<file path="src/yolo_write_settings.svh">
`ifndef YOLO_WRITE_SETTINGS_SVH
`define YOLO_WRITE_SETTINGS_SVH

// bus and field widths
`define IO_ADDR_W    32
`define AXI_LEN_W    8
`define CFG_ADDR_W   4
`define VREAD_INT_W  10
`define VWRITE_INT_W 10
`define ITER_W       11

// parallel stages and multiply-add pipeline depth
`define N_STAGES     4
`define MUL_LAT      4

// cpu register map
`define REG_VREAD_EXT_ADDR   0
`define REG_VREAD_OFFSET     1
`define REG_VREAD_PP         2
`define REG_VREAD_LEN        3
`define REG_VREAD_INT_ADDR   4
`define REG_VREAD_ITER_A     5
`define REG_VWRITE_EXT_ADDR  6
`define REG_VWRITE_OFFSET    7
`define REG_VWRITE_LEN       8
`define REG_VWRITE_INT_ADDR  9
`define REG_VWRITE_ITER_A    10

`endif
</file>
<file path="src/yolo_mem_pkg.sv">
`include "yolo_write_settings.svh"

package yolo_mem_pkg;

   // external address and cpu write data
   typedef logic [`IO_ADDR_W-1:0] io_addr_t;

   // stage offset and vread length in words
   typedef logic [`IO_ADDR_W/2-1:0] io_half_t;

   // axi burst length field
   typedef logic [`AXI_LEN_W-1:0] axi_len_t;

   // one external address per stage with stage 0 in the low bits
   typedef logic [`N_STAGES*`IO_ADDR_W-1:0] stage_addr_bus_t;

endpackage

</file>
<file path="src/yolo_cfg_pkg.sv">
`include "yolo_write_settings.svh"

package yolo_cfg_pkg;

   // cpu register address
   typedef logic [`CFG_ADDR_W-1:0] cfg_addr_t;

   // internal buffer addresses whose top bit selects the ping-pong half
   typedef logic [`VREAD_INT_W-1:0] vread_int_t;
   typedef logic [`VWRITE_INT_W-1:0] vwrite_int_t;

   // outer loop iteration count
   typedef logic [`ITER_W-1:0] iter_t;

endpackage

</file>
<file path="src/yolo_write_ctrl.sv">
`timescale 1ns/1ps

module yolo_write_ctrl
   import yolo_cfg_pkg::*;
   import yolo_mem_pkg::*;
(
   input  logic            clk,
   input  logic            rst,
   input  logic            clear,
   input  logic            run,
   input  logic            valid,
   input  cfg_addr_t       addr,
   input  io_addr_t        wdata,
   input  logic            wstrb,
   input  logic            rd_ready,
   output stage_addr_bus_t vread_stage_addr,
   output vread_int_t      vread_int_addr,
   output iter_t           vread_iter_a,
   output stage_addr_bus_t vwrite_stage_addr,
   output vwrite_int_t     vwrite_int_addr,
   output iter_t           vwrite_iter_a,
   output axi_len_t        dma_len_rd,
   output axi_len_t        dma_len_wr
);

   // live configuration
   io_addr_t        cfg_rd_ext_addr, cfg_wr_ext_addr;
   io_half_t        cfg_rd_offset, cfg_wr_offset;
   logic            cfg_rd_pp;
   io_half_t        cfg_rd_len;
   axi_len_t        cfg_wr_len;
   vread_int_t      cfg_rd_int_addr;
   vwrite_int_t     cfg_wr_int_addr;
   iter_t           cfg_rd_iter_a, cfg_wr_iter_a;

   stage_addr_bus_t rd_stage_addr, wr_stage_addr;
   io_half_t        rd_len_sh;

   yolo_cfg_regs u_cfg_regs (
      .clk             (clk),
      .rst             (rst),
      .clear           (clear),
      .valid           (valid),
      .addr            (addr),
      .wdata           (wdata),
      .wstrb           (wstrb),
      .vread_ext_addr  (cfg_rd_ext_addr),
      .vread_offset    (cfg_rd_offset),
      .vread_pp        (cfg_rd_pp),
      .vread_len       (cfg_rd_len),
      .vread_int_addr  (cfg_rd_int_addr),
      .vread_iter_a    (cfg_rd_iter_a),
      .vwrite_ext_addr (cfg_wr_ext_addr),
      .vwrite_offset   (cfg_wr_offset),
      .vwrite_len      (cfg_wr_len),
      .vwrite_int_addr (cfg_wr_int_addr),
      .vwrite_iter_a   (cfg_wr_iter_a)
   );

   stage_addr_gen u_rd_addr (
      .clk        (clk),
      .rst        (rst),
      .base       (cfg_rd_ext_addr),
      .offset     (cfg_rd_offset),
      .stage_addr (rd_stage_addr)
   );

   stage_addr_gen u_wr_addr (
      .clk        (clk),
      .rst        (rst),
      .base       (cfg_wr_ext_addr),
      .offset     (cfg_wr_offset),
      .stage_addr (wr_stage_addr)
   );

   cfg_shadow u_cfg_shadow (
      .clk              (clk),
      .rst              (rst),
      .run              (run),
      .rd_stage_addr    (rd_stage_addr),
      .rd_pp            (cfg_rd_pp),
      .rd_len           (cfg_rd_len),
      .rd_int_addr      (cfg_rd_int_addr),
      .rd_iter_a        (cfg_rd_iter_a),
      .wr_stage_addr    (wr_stage_addr),
      .wr_len           (cfg_wr_len),
      .wr_int_addr      (cfg_wr_int_addr),
      .wr_iter_a        (cfg_wr_iter_a),
      .rd_stage_addr_sh (vread_stage_addr),
      .rd_len_sh        (rd_len_sh),
      .rd_int_addr_sh   (vread_int_addr),
      .rd_iter_a_sh     (vread_iter_a),
      .wr_stage_addr_sh (vwrite_stage_addr),
      .wr_len_sh        (dma_len_wr),
      .wr_int_addr_sh   (vwrite_int_addr),
      .wr_iter_a_sh     (vwrite_iter_a)
   );

   // counter loads the live length on run, reloads the shadow afterwards
   dma_len_ctrl u_dma_len (
      .clk        (clk),
      .rst        (rst),
      .run        (run),
      .rd_ready   (rd_ready),
      .len        (cfg_rd_len),
      .len_sh     (rd_len_sh),
      .dma_len_rd (dma_len_rd)
   );

endmodule

</file>
<file path="src/dma_len_ctrl.sv">
`timescale 1ns/1ps

module dma_len_ctrl
   import yolo_mem_pkg::*;
(
   input  logic     clk,
   input  logic     rst,
   input  logic     run,
   input  logic     rd_ready,
   input  io_half_t len,
   input  io_half_t len_sh,
   output axi_len_t dma_len_rd
);

   localparam int CNT_W = $bits(io_half_t);
   localparam int LEN_W = $bits(axi_len_t);

   // remaining read transfers
   io_half_t cnt;

   always_ff @(posedge clk or posedge rst) begin
      if (rst) begin
         cnt <= '0;
      end else if (run) begin
         cnt <= len;
      end else if (rd_ready) begin
         if (cnt == '0) begin
            cnt <= len_sh;
         end else begin
            cnt <= cnt - 1'b1;
         end
      end
   end

   // clamp to the widest burst the axi length field holds
   assign dma_len_rd = (|cnt[CNT_W-1:LEN_W]) ? '1 : cnt[LEN_W-1:0];

endmodule

</file>
<file path="src/cfg_shadow.sv">
`timescale 1ns/1ps

module cfg_shadow
   import yolo_cfg_pkg::*;
   import yolo_mem_pkg::*;
(
   input  logic            clk,
   input  logic            rst,
   input  logic            run,
   input  stage_addr_bus_t rd_stage_addr,
   input  logic            rd_pp,
   input  io_half_t        rd_len,
   input  vread_int_t      rd_int_addr,
   input  iter_t           rd_iter_a,
   input  stage_addr_bus_t wr_stage_addr,
   input  axi_len_t        wr_len,
   input  vwrite_int_t     wr_int_addr,
   input  iter_t           wr_iter_a,
   output stage_addr_bus_t rd_stage_addr_sh,
   output io_half_t        rd_len_sh,
   output vread_int_t      rd_int_addr_sh,
   output iter_t           rd_iter_a_sh,
   output stage_addr_bus_t wr_stage_addr_sh,
   output axi_len_t        wr_len_sh,
   output vwrite_int_t     wr_int_addr_sh,
   output iter_t           wr_iter_a_sh
);

   localparam int RD_MSB = $bits(vread_int_t) - 1;
   localparam int WR_MSB = $bits(vwrite_int_t) - 1;

   // vwrite pipeline two stages ahead of the shadow
   stage_addr_bus_t wr_stage_addr_pip0, wr_stage_addr_pip1;
   axi_len_t        wr_len_pip0, wr_len_pip1;
   vwrite_int_t     wr_int_addr_pip0, wr_int_addr_pip1;
   iter_t           wr_iter_a_pip0, wr_iter_a_pip1;

   always_ff @(posedge clk or posedge rst) begin
      if (rst) begin
         rd_stage_addr_sh <= '0;
         rd_len_sh        <= '0;
         rd_int_addr_sh   <= '0;
         rd_iter_a_sh     <= '0;
      end else if (run) begin
         rd_stage_addr_sh <= rd_stage_addr;
         rd_len_sh        <= rd_len;
         rd_iter_a_sh     <= rd_iter_a;
         // flip buffer half only for a nonzero live iteration count
         rd_int_addr_sh   <= rd_pp ?
                             {rd_int_addr_sh[RD_MSB] ^ (|rd_iter_a), rd_int_addr[RD_MSB-1:0]} :
                             rd_int_addr;
      end
   end

   always_ff @(posedge clk or posedge rst) begin
      if (rst) begin
         wr_stage_addr_pip0 <= '0;
         wr_stage_addr_pip1 <= '0;
         wr_stage_addr_sh   <= '0;
         wr_len_pip0        <= '0;
         wr_len_pip1        <= '0;
         wr_len_sh          <= '0;
         wr_int_addr_pip0   <= '0;
         wr_int_addr_pip1   <= '0;
         wr_int_addr_sh     <= '0;
         wr_iter_a_pip0     <= '0;
         wr_iter_a_pip1     <= '0;
         wr_iter_a_sh       <= '0;
      end else if (run) begin
         wr_stage_addr_pip0 <= wr_stage_addr;
         wr_stage_addr_pip1 <= wr_stage_addr_pip0;
         wr_stage_addr_sh   <= wr_stage_addr_pip1;
         wr_len_pip0        <= wr_len;
         wr_len_pip1        <= wr_len_pip0;
         wr_len_sh          <= wr_len_pip1;
         // ping-pong follows the config already in pip0
         wr_int_addr_pip0   <= {wr_int_addr_pip0[WR_MSB] ^ (|wr_iter_a_pip0),
                                wr_int_addr[WR_MSB-1:0]};
         wr_int_addr_pip1   <= wr_int_addr_pip0;
         wr_int_addr_sh     <= wr_int_addr_pip1;
         wr_iter_a_pip0     <= wr_iter_a;
         wr_iter_a_pip1     <= wr_iter_a_pip0;
         wr_iter_a_sh       <= wr_iter_a_pip1;
      end
   end

   a_run_single: assert property (@(posedge clk) disable iff (rst) run |=> !run);

endmodule

</file>
<file path="src/stage_addr_gen.sv">
`timescale 1ns/1ps
`include "yolo_write_settings.svh"

module stage_addr_gen
   import yolo_mem_pkg::*;
#(
   parameter int N_STAGES = `N_STAGES
) (
   input  logic            clk,
   input  logic            rst,
   input  io_addr_t        base,
   input  io_half_t        offset,
   output stage_addr_bus_t stage_addr
);

   localparam int W = `IO_ADDR_W;
   // delay after the add stage to reach the full latency
   localparam int TAIL = `MUL_LAT - 3;

   if (N_STAGES < 2 || TAIL < 1 || N_STAGES * W != $bits(stage_addr_bus_t)) begin : g_check
      $error("stage_addr_gen: unsupported stage count or latency");
   end

   // operand registers shared by all stages
   io_addr_t base_q;
   io_addr_t base_qq;
   io_half_t offset_q;

   always_ff @(posedge clk or posedge rst) begin
      if (rst) begin
         base_q   <= '0;
         base_qq  <= '0;
         offset_q <= '0;
      end else begin
         base_q   <= base;
         base_qq  <= base_q;
         offset_q <= offset;
      end
   end

   // stage 0 is the base itself
   assign stage_addr[W-1:0] = base;

   for (genvar i = 1; i < N_STAGES; i++) begin : g_stage
      io_addr_t prod_q;
      io_addr_t sum_q;
      io_addr_t tail_q [TAIL];

      always_ff @(posedge clk or posedge rst) begin
         if (rst) begin
            prod_q <= '0;
            sum_q  <= '0;
            for (int k = 0; k < TAIL; k++) begin
               tail_q[k] <= '0;
            end
         end else begin
            prod_q    <= io_addr_t'(offset_q) * io_addr_t'(i);
            sum_q     <= base_qq + prod_q;
            tail_q[0] <= sum_q;
            for (int k = 1; k < TAIL; k++) begin
               tail_q[k] <= tail_q[k-1];
            end
         end
      end

      assign stage_addr[i*W +: W] = tail_q[TAIL-1];
   end

endmodule

</file>
<file path="src/yolo_cfg_regs.sv">
`timescale 1ns/1ps
`include "yolo_write_settings.svh"

module yolo_cfg_regs
   import yolo_cfg_pkg::*;
   import yolo_mem_pkg::*;
(
   input  logic        clk,
   input  logic        rst,
   input  logic        clear,
   input  logic        valid,
   input  cfg_addr_t   addr,
   input  io_addr_t    wdata,
   input  logic        wstrb,
   output io_addr_t    vread_ext_addr,
   output io_half_t    vread_offset,
   output logic        vread_pp,
   output io_half_t    vread_len,
   output vread_int_t  vread_int_addr,
   output iter_t       vread_iter_a,
   output io_addr_t    vwrite_ext_addr,
   output io_half_t    vwrite_offset,
   output axi_len_t    vwrite_len,
   output vwrite_int_t vwrite_int_addr,
   output iter_t       vwrite_iter_a
);

   always_ff @(posedge clk or posedge rst) begin
      if (rst) begin
         vread_ext_addr  <= '0;
         vread_offset    <= '0;
         vread_pp        <= 1'b0;
         vread_len       <= '0;
         vread_int_addr  <= '0;
         vread_iter_a    <= '0;
         vwrite_ext_addr <= '0;
         vwrite_offset   <= '0;
         vwrite_len      <= '0;
         vwrite_int_addr <= '0;
         vwrite_iter_a   <= '0;
      end else if (clear) begin
         vread_ext_addr  <= '0;
         vread_offset    <= '0;
         vread_pp        <= 1'b0;
         vread_len       <= '0;
         vread_int_addr  <= '0;
         vread_iter_a    <= '0;
         vwrite_ext_addr <= '0;
         vwrite_offset   <= '0;
         vwrite_len      <= '0;
         vwrite_int_addr <= '0;
         vwrite_iter_a   <= '0;
      end else if (valid && wstrb) begin
         // fields take the low bits of wdata
         case (addr)
            `REG_VREAD_EXT_ADDR:  vread_ext_addr  <= wdata;
            `REG_VREAD_OFFSET:    vread_offset    <= io_half_t'(wdata);
            `REG_VREAD_PP:        vread_pp        <= wdata[0];
            `REG_VREAD_LEN:       vread_len       <= io_half_t'(wdata);
            `REG_VREAD_INT_ADDR:  vread_int_addr  <= vread_int_t'(wdata);
            `REG_VREAD_ITER_A:    vread_iter_a    <= iter_t'(wdata);
            `REG_VWRITE_EXT_ADDR: vwrite_ext_addr <= wdata;
            `REG_VWRITE_OFFSET:   vwrite_offset   <= io_half_t'(wdata);
            `REG_VWRITE_LEN:      vwrite_len      <= axi_len_t'(wdata);
            `REG_VWRITE_INT_ADDR: vwrite_int_addr <= vwrite_int_t'(wdata);
            `REG_VWRITE_ITER_A:   vwrite_iter_a   <= iter_t'(wdata);
            default: ;
         endcase
      end
   end

   a_addr_known: assert property (@(posedge clk) disable iff (rst) valid |-> !$isunknown(addr));

endmodule

</file>
<file path="config.mk">
export PLATFORM = sky130hd
export DESIGN_NAME = yolo_write_ctrl
export DESIGN_NICKNAME = d
export VERILOG_FILES = /design/src/yolo_mem_pkg.sv /design/src/yolo_cfg_pkg.sv /design/src/yolo_write_ctrl.sv /design/src/dma_len_ctrl.sv /design/src/cfg_shadow.sv /design/src/stage_addr_gen.sv /design/src/yolo_cfg_regs.sv
export VERILOG_INCLUDE_DIRS = /design/src
export SDC_FILE = /design/constraint.sdc
export NUM_CORES = 2
export LEC_CHECK = 0
export BUFFER_PORTS_ARGS = -buffer_cell sky130_fd_sc_hd__buf_2
export CAP_MARGIN = 20
export CELL_PAD_IN_SITES_DETAIL_PLACEMENT = 1
export CELL_PAD_IN_SITES_GLOBAL_PLACEMENT = 1
export CORE_UTILIZATION = 35
export DETAILED_ROUTE_END_ITERATION = 8
export PLACE_DENSITY = 0.6
export SYNTH_ARGS = -nofsm -noshare
export SYNTH_HDL_FRONTEND = slang
export SYNTH_SLANG_ARGS = --single-unit
</file>
<file path="constraint.sdc">
create_clock -name clk -period 53.6 [get_ports clk]
set_input_delay 5.36 -clock clk [delete_from_list [all_inputs] [get_ports clk]]
set_output_delay 5.36 -clock clk [all_outputs]
set_load 0.05 [all_outputs]
</file>
# Word-level counts from Yosys, hierarchy flattened
# Cells that the tools add are included.
# word_totals
input_bits,43
word_cells,139
register_bits,1426
# op_classes
bitwise_logic,2
n_eq_ne,10
multipliers,2
muxes,38
n_addsub,7
n_reduce_logical,30
# ops
cell,count
2-to-1 mux 16 bit,12
2-to-1 mux 32 bit,6
2-to-1 mux 11 bit,6
adder 32 x 16 -> 32 bit,2
adder 32 x 17 -> 32 bit,2
adder 32 x 18 -> 32 bit,2
2-to-1 mux 10 bit,4
"multiplier 16 x 2 -> 18 bit, second input constant",2
2-to-1 mux 8 bit,4
2-to-1 mux 9 bit,3
nonzero test 2 bit,13
AND reduction 2 bit,11
OR reduction 11 bit,2
"equality test 4 x 3 -> 1 bit, second input constant",4
logical NOT 16 bit,1
"subtractor 16 x 1 -> 16 bit, second input constant",1
"equality test 4 bit, second input constant",3
"equality test 4 x 2 -> 1 bit, second input constant",2
OR reduction 8 bit,1
"equality test 4 x 1 -> 1 bit, second input constant",1
logical NOT 4 bit,1
2-to-1 mux 1 bit,3
XOR 1 bit,2
logical AND 1 bit,1

# Longest topological paths before layout
# logic_depth
depth_word,4
ltp_mapped,10

# By module
# Synthesis repeated with hierarchy kept, for this count alone.
# unflattened
cells_unflattened,3869
hier_area_um2,56013.7
# by_module_without_submodules
mod,area_per_inst_um2,seq_area_each_um2,cells_each,n_inst
cfg_shadow,23993.0,15915.3,1359,1
stage_addr_gen at u_wr_addr,11852.6,7582.3,902,1
stage_addr_gen at u_rd_addr,11518.5,7582.3,859,1
yolo_cfg_regs,7317.0,4078.9,586,1
dma_len_ctrl,1332.5,400.4,163,1

# Worst setup path after synthesis
# No wires, ideal clock.
# synth_path
path_type,register to output
from,register u_dma_len.cnt[11]
to,output dma_len_rd[2]
required_time_ps,48240
setup_slack_ps,46334
arrival_time_ps,1906
stages_incl_launch_ff,4
path_cell_list,dfrtp_1 -> or4_1 -> nor4b_2 -> nand2b_1
# synth_between
elab_chain_cells,2
# synth_lines
element,line,rtl
"start, declared",dma_len_ctrl.sv:19,io_half_t cnt;
"start signal, assigned",dma_len_ctrl.sv:25,cnt <= len;
"start signal, assigned",dma_len_ctrl.sv:28,cnt <= len_sh;
"start signal, assigned",dma_len_ctrl.sv:30,cnt <= cnt - 1'b1;
OR reduction 8 bit,dma_len_ctrl.sv:36,assign dma_len_rd = (|cnt[CNT_W-1:LEN_W]) ? '1 : cnt[LEN_W-1:0];
2-to-1 mux 8 bit,dma_len_ctrl.sv:36,
"end, declared",yolo_write_ctrl.sv:22,"output axi_len_t dma_len_rd,"
# No other way between the ends.

# Final worst setup path
# layout_path
from,input run
to,register u_cfg_shadow.wr_stage_addr_sh[45]
# layout_lines
element,line,rtl
"start, declared",yolo_write_ctrl.sv:10,"input logic run,"
"end signal, assigned",cfg_shadow.sv:72,wr_stage_addr_sh <= wr_stage_addr_pip1;
"end, declared",cfg_shadow.sv:23,"output stage_addr_bus_t wr_stage_addr_sh,"
# No word-level cell between the ends.

==> results_dict.tcl <==
set metrics [dict create \
    fin_ws_ns 44.15 \
    post-place-ws_ns 43.32 \
    swShare 0.248 \
    critical_path_class "in2reg" \
    r2r-start "u_rd_addr.g_stage[3].prod_q[0]$_DFF_PP0_" \
    start_util 0.354 \
    syn_inst 3807 \
    track_usage 0.173 \
    leakage_nw 32.4 \
    synth_compound_area_frac 0.0550 \
    synth-edff-count 0 \
    synthTopCellsByArea "dfrtp_1 66%, mux2_2 13%, ha_1 3.2%, xnor2_1 2.3%, nand2_1 2.2%" \
    antenna_found_initial 28 \
    switchingPower_mw 0.583 \
    multi_input_area_um2 17000 \
    max-clock-path-buffers 3 \
    die_w_um 392 \
    fp.coreArea_um2 150000 \
    min_period_ns 9.45 \
    first_iter_violations 1495 \
    ys_seq_area_frac 0.665 \
    rsz0062_at_grt "false" \
    synthFlopType "dfrtp_1" \
    finalCritPeriodShare 0.176 \
    routed_wl_um 132000 \
    internal_power_mw 1.77 \
    yosysTopAreaCell "dfrtp_1" \
    cts.sinks 1416 \
    via_per_inst 4.81 \
    path_cells "buf_8, buf_4, buf_4, buf_4, buf_4, mux2_2" \
    globalplace.congestion 0.806 \
    max_freq_mhz 106 \
    total_power_mw 2.36 \
    vdd_drop_max_uv 70.9 \
    grt_max_degree 174 \
    vias 30437 \
    antenna_left 0 \
    post_cts_buffers 0 \
    cts_buffers 156 \
    n_fill_cell 15490 \
    cp_common_cell "buf_4" \
    worst_path_max_delay_cell "buf_4" \
    pwr-share-clk 0.454 \
    insertion_delay_ns 0.79 \
    worst-path-max-fanout 149 \
    synthesis.area_um2 53300 \
    cp-end-kind "register" \
    synth_fa_ha_area_frac 0.0334 \
    holdCritPathClass "reg2reg" \
    cts_resized 0 \
    maxSlewHeadroom 0.296 \
    root_buffer "clkbuf_16" \
    regArea_um2 35400 \
    rows 142 \
    pin_count 357 \
    synth_top_area_frac 0.665 \
    grt_overflow_total 0 \
    drt_first_pass_iters 5 \
    ys_ff_latch 1416 \
    max_stage_delay_ns 0.93 \
    grt_pass1_vias 32256 \
    synth_xor_area_frac 0.0320 \
    drc 0 \
    dp_hpwl_um 90000 \
    hold_viol 0 \
    pwr_density_cell_nw_per_um2 37.6 \
    routedWlPerCell_um 20.8 \
    grt_pass1_wl_um 202000 \
    drv_slew 0 \
    io_buffers 356 \
    yosys-mux-area-fraction 0.143 \
    nets 4372 \
    critPathArrivalTime_ns 10.11 \
    setup_tns_ns 0 \
    reg2reg_depth 9 \
    synth_top_family_by_area "multiplexers" \
    max-cap-violations 0 \
    area_delta_synth_final_pct 17.4 \
    htreeDepth 4 \
    cp-endpoint "u_cfg_shadow.wr_stage_addr_sh[45]$_DFFE_PP0P_" \
    synthArstFlopShare 1.00 \
    final-setup-viol-count 0 \
    clock_skew_ns 0.0291 \
    combinationalPowerShare 0.078 \
    final_cell_mix "1416 x dfrtp_1, 615 x mux2_2, 354 x buf_2, 306 x nand2_1, 197 x a21oi_1" \
    yosysWarnings 0 \
    cp-startpoint "run" \
    synth.net_count 3990 \
    status "complete, no violations" \
    start_kind "input pin" \
    worstReg2RegEnd "u_rd_addr.g_stage[2].sum_q[23]$_DFF_PP0_" \
    die_h_um 392 \
    synth-simple-area-share 0.0557 \
    synth_cell_types 72 \
    path_clk_slew_ns 0.06 \
    crit_required_ns 54.26 \
    die-area_um2 154000 \
    layout_commonest_cell "dfrtp_1" \
    worst_pin_slew_ns 1.06 \
    drive_gt1_frac 0.293 \
    cts_hold_buf 0 \
    seqPwrFrac 0.468 \
    cts_tree "done" \
    rrSetupSlack_ns 50.18 \
    synth_area_per_cell_um2 14.0 \
]
## area by class of cell
type                            count  share of cell area
Multi-Input combinational cell   2170               0.272
Clock inverter                     55              0.0113
Tap cell                         2016              0.0403
Clock buffer                      223              0.0714
Inverter                           56             0.00348
Antenna cell                        9            0.000360
Sequential cell                  1416               0.566
Timing Repair Buffer              389              0.0343
## synthesized netlist by cell type, types with 20 or more instances
library cell,count
o21ai_1,30
nand2b_1,22
nand3_1,47
a211oi_1,20
ha_1,136
xnor2_1,141
o21ai_0,77
mux2_2,615
nand2_1,306
xor2_1,54
nor2_1,161
clkbuf_1,148
nor3_1,28
mux2i_1,70
dfrtp_1,1416
o21a_1,25
a21o_1,42
o21bai_1,23
inv_1,56
a21oi_1,197
## how the worst min path moves through the flow
stage / startpoint / slack (ns) / depth (start not counted) / endpoint
floorplan: u_rd_addr.base_q[0]$_DFF_PP0_ / 0.33 / 0 / u_rd_addr.base_qq[0]$_DFF_PP0_
global placement: u_wr_addr.base_q[26]$_DFF_PP0_ / 0.33 / 0 / u_wr_addr.base_qq[26]$_DFF_PP0_
detailed placement: u_rd_addr.base_q[24]$_DFF_PP0_ / 0.34 / 0 / u_rd_addr.base_qq[24]$_DFF_PP0_
CTS: u_rd_addr.g_stage[3].sum_q[22]$_DFF_PP0_ / 0.32 / 0 / u_rd_addr.g_stage[3].tail_q[22]$_DFF_PP0_
global route: u_rd_addr.g_stage[1].sum_q[22]$_DFF_PP0_ / 0.33 / 0 / u_rd_addr.g_stage[1].tail_q[22]$_DFF_PP0_
finish: u_rd_addr.g_stage[2].sum_q[20]$_DFF_PP0_ / 0.32 / 0 / u_rd_addr.g_stage[2].tail_q[20]$_DFF_PP0_
## power groups by stage
stage	clock network, mW	registers [mW]	logic, mW
2_1_floorplan	0	1.13	0.129
3_3_place_gp	0	1.12	0.184
3_5_place_dp	0	1.12	0.187
4_1_cts	1.10	1.10	0.188
5_1_grt	1.14	1.10	0.199
6_report	1.07	1.10	0.184
## metrics by stage
| stage | area [um^2] | hold WS (ns) | std cells | util |
|---|---|---|---|---|
| global route | 62500 | 0.332 | 6329 | 0.416 |
| detailed placement | 57300 | 0.336 | 6045 | 0.381 |
| floorplan | 53300 | 0.331 | 3807 | - |
| global placement | 57300 | 0.331 | 6045 | 0.381 |
| finish | 62600 | 0.324 | 6334 | 0.416 |
| CTS | 62500 | 0.323 | 6323 | 0.415 |
## per-layer routing
| metal | wire length (um) | GRT usage | vias to the layer above |
|---|---|---|---|
| li1 | - | - | 13920 |
| met1 | 63500 | 0.249 | 15729 |
| met2 | 56700 | 0.251 | 536 |
| met3 | 7420 | 0.0480 | 226 |
| met4 | 3670 | 0.0575 | 26 |
| met5 | 170 | 0 | - |
## flip-flops by register name, indices dropped and copies added (netlist names), 16 cells and up
signal                           count
u_cfg_regs.vread_len                16
u_cfg_regs.vread_ext_addr           32
u_rd_addr.g_stage.tail_q            95
u_wr_addr.g_stage.sum_q             95
u_wr_addr.base_qq                   32
u_rd_addr.base_q                    32
u_cfg_regs.vwrite_offset            16
u_cfg_shadow.rd_stage_addr_sh      127
u_cfg_shadow.wr_stage_addr_pip0    127
u_rd_addr.offset_q                  16
u_rd_addr.g_stage.sum_q             95
u_cfg_shadow.rd_len_sh              16
u_rd_addr.base_qq                   32
u_wr_addr.g_stage.tail_q            95
u_wr_addr.base_q                    32
u_cfg_regs.vread_offset             16
u_wr_addr.offset_q                  16
u_cfg_shadow.wr_stage_addr_pip1    127
u_wr_addr.g_stage.prod_q            33
u_cfg_shadow.wr_stage_addr_sh      127
u_rd_addr.g_stage.prod_q            33
u_cfg_regs.vwrite_ext_addr          32
u_dma_len.cnt                       16
## worst max-delay path: cells and delay by family
kind	cells	cell delay, ns
buf+inv	5	4.12
mux	1	0.43
## cell families (layout without fill, tap and decap cells)
logic type,after synthesis,in the layout
multiplexers,685,685
other,0,9
AND/OR/NAND/NOR,665,665
adder cells (fa/ha/maj),140,140
XOR/XNOR,195,195
AO/OA/AOI/OAI,485,485
buffers and inverters,221,723
flip-flops,1416,1416
(Power assumes the default switching activity.)
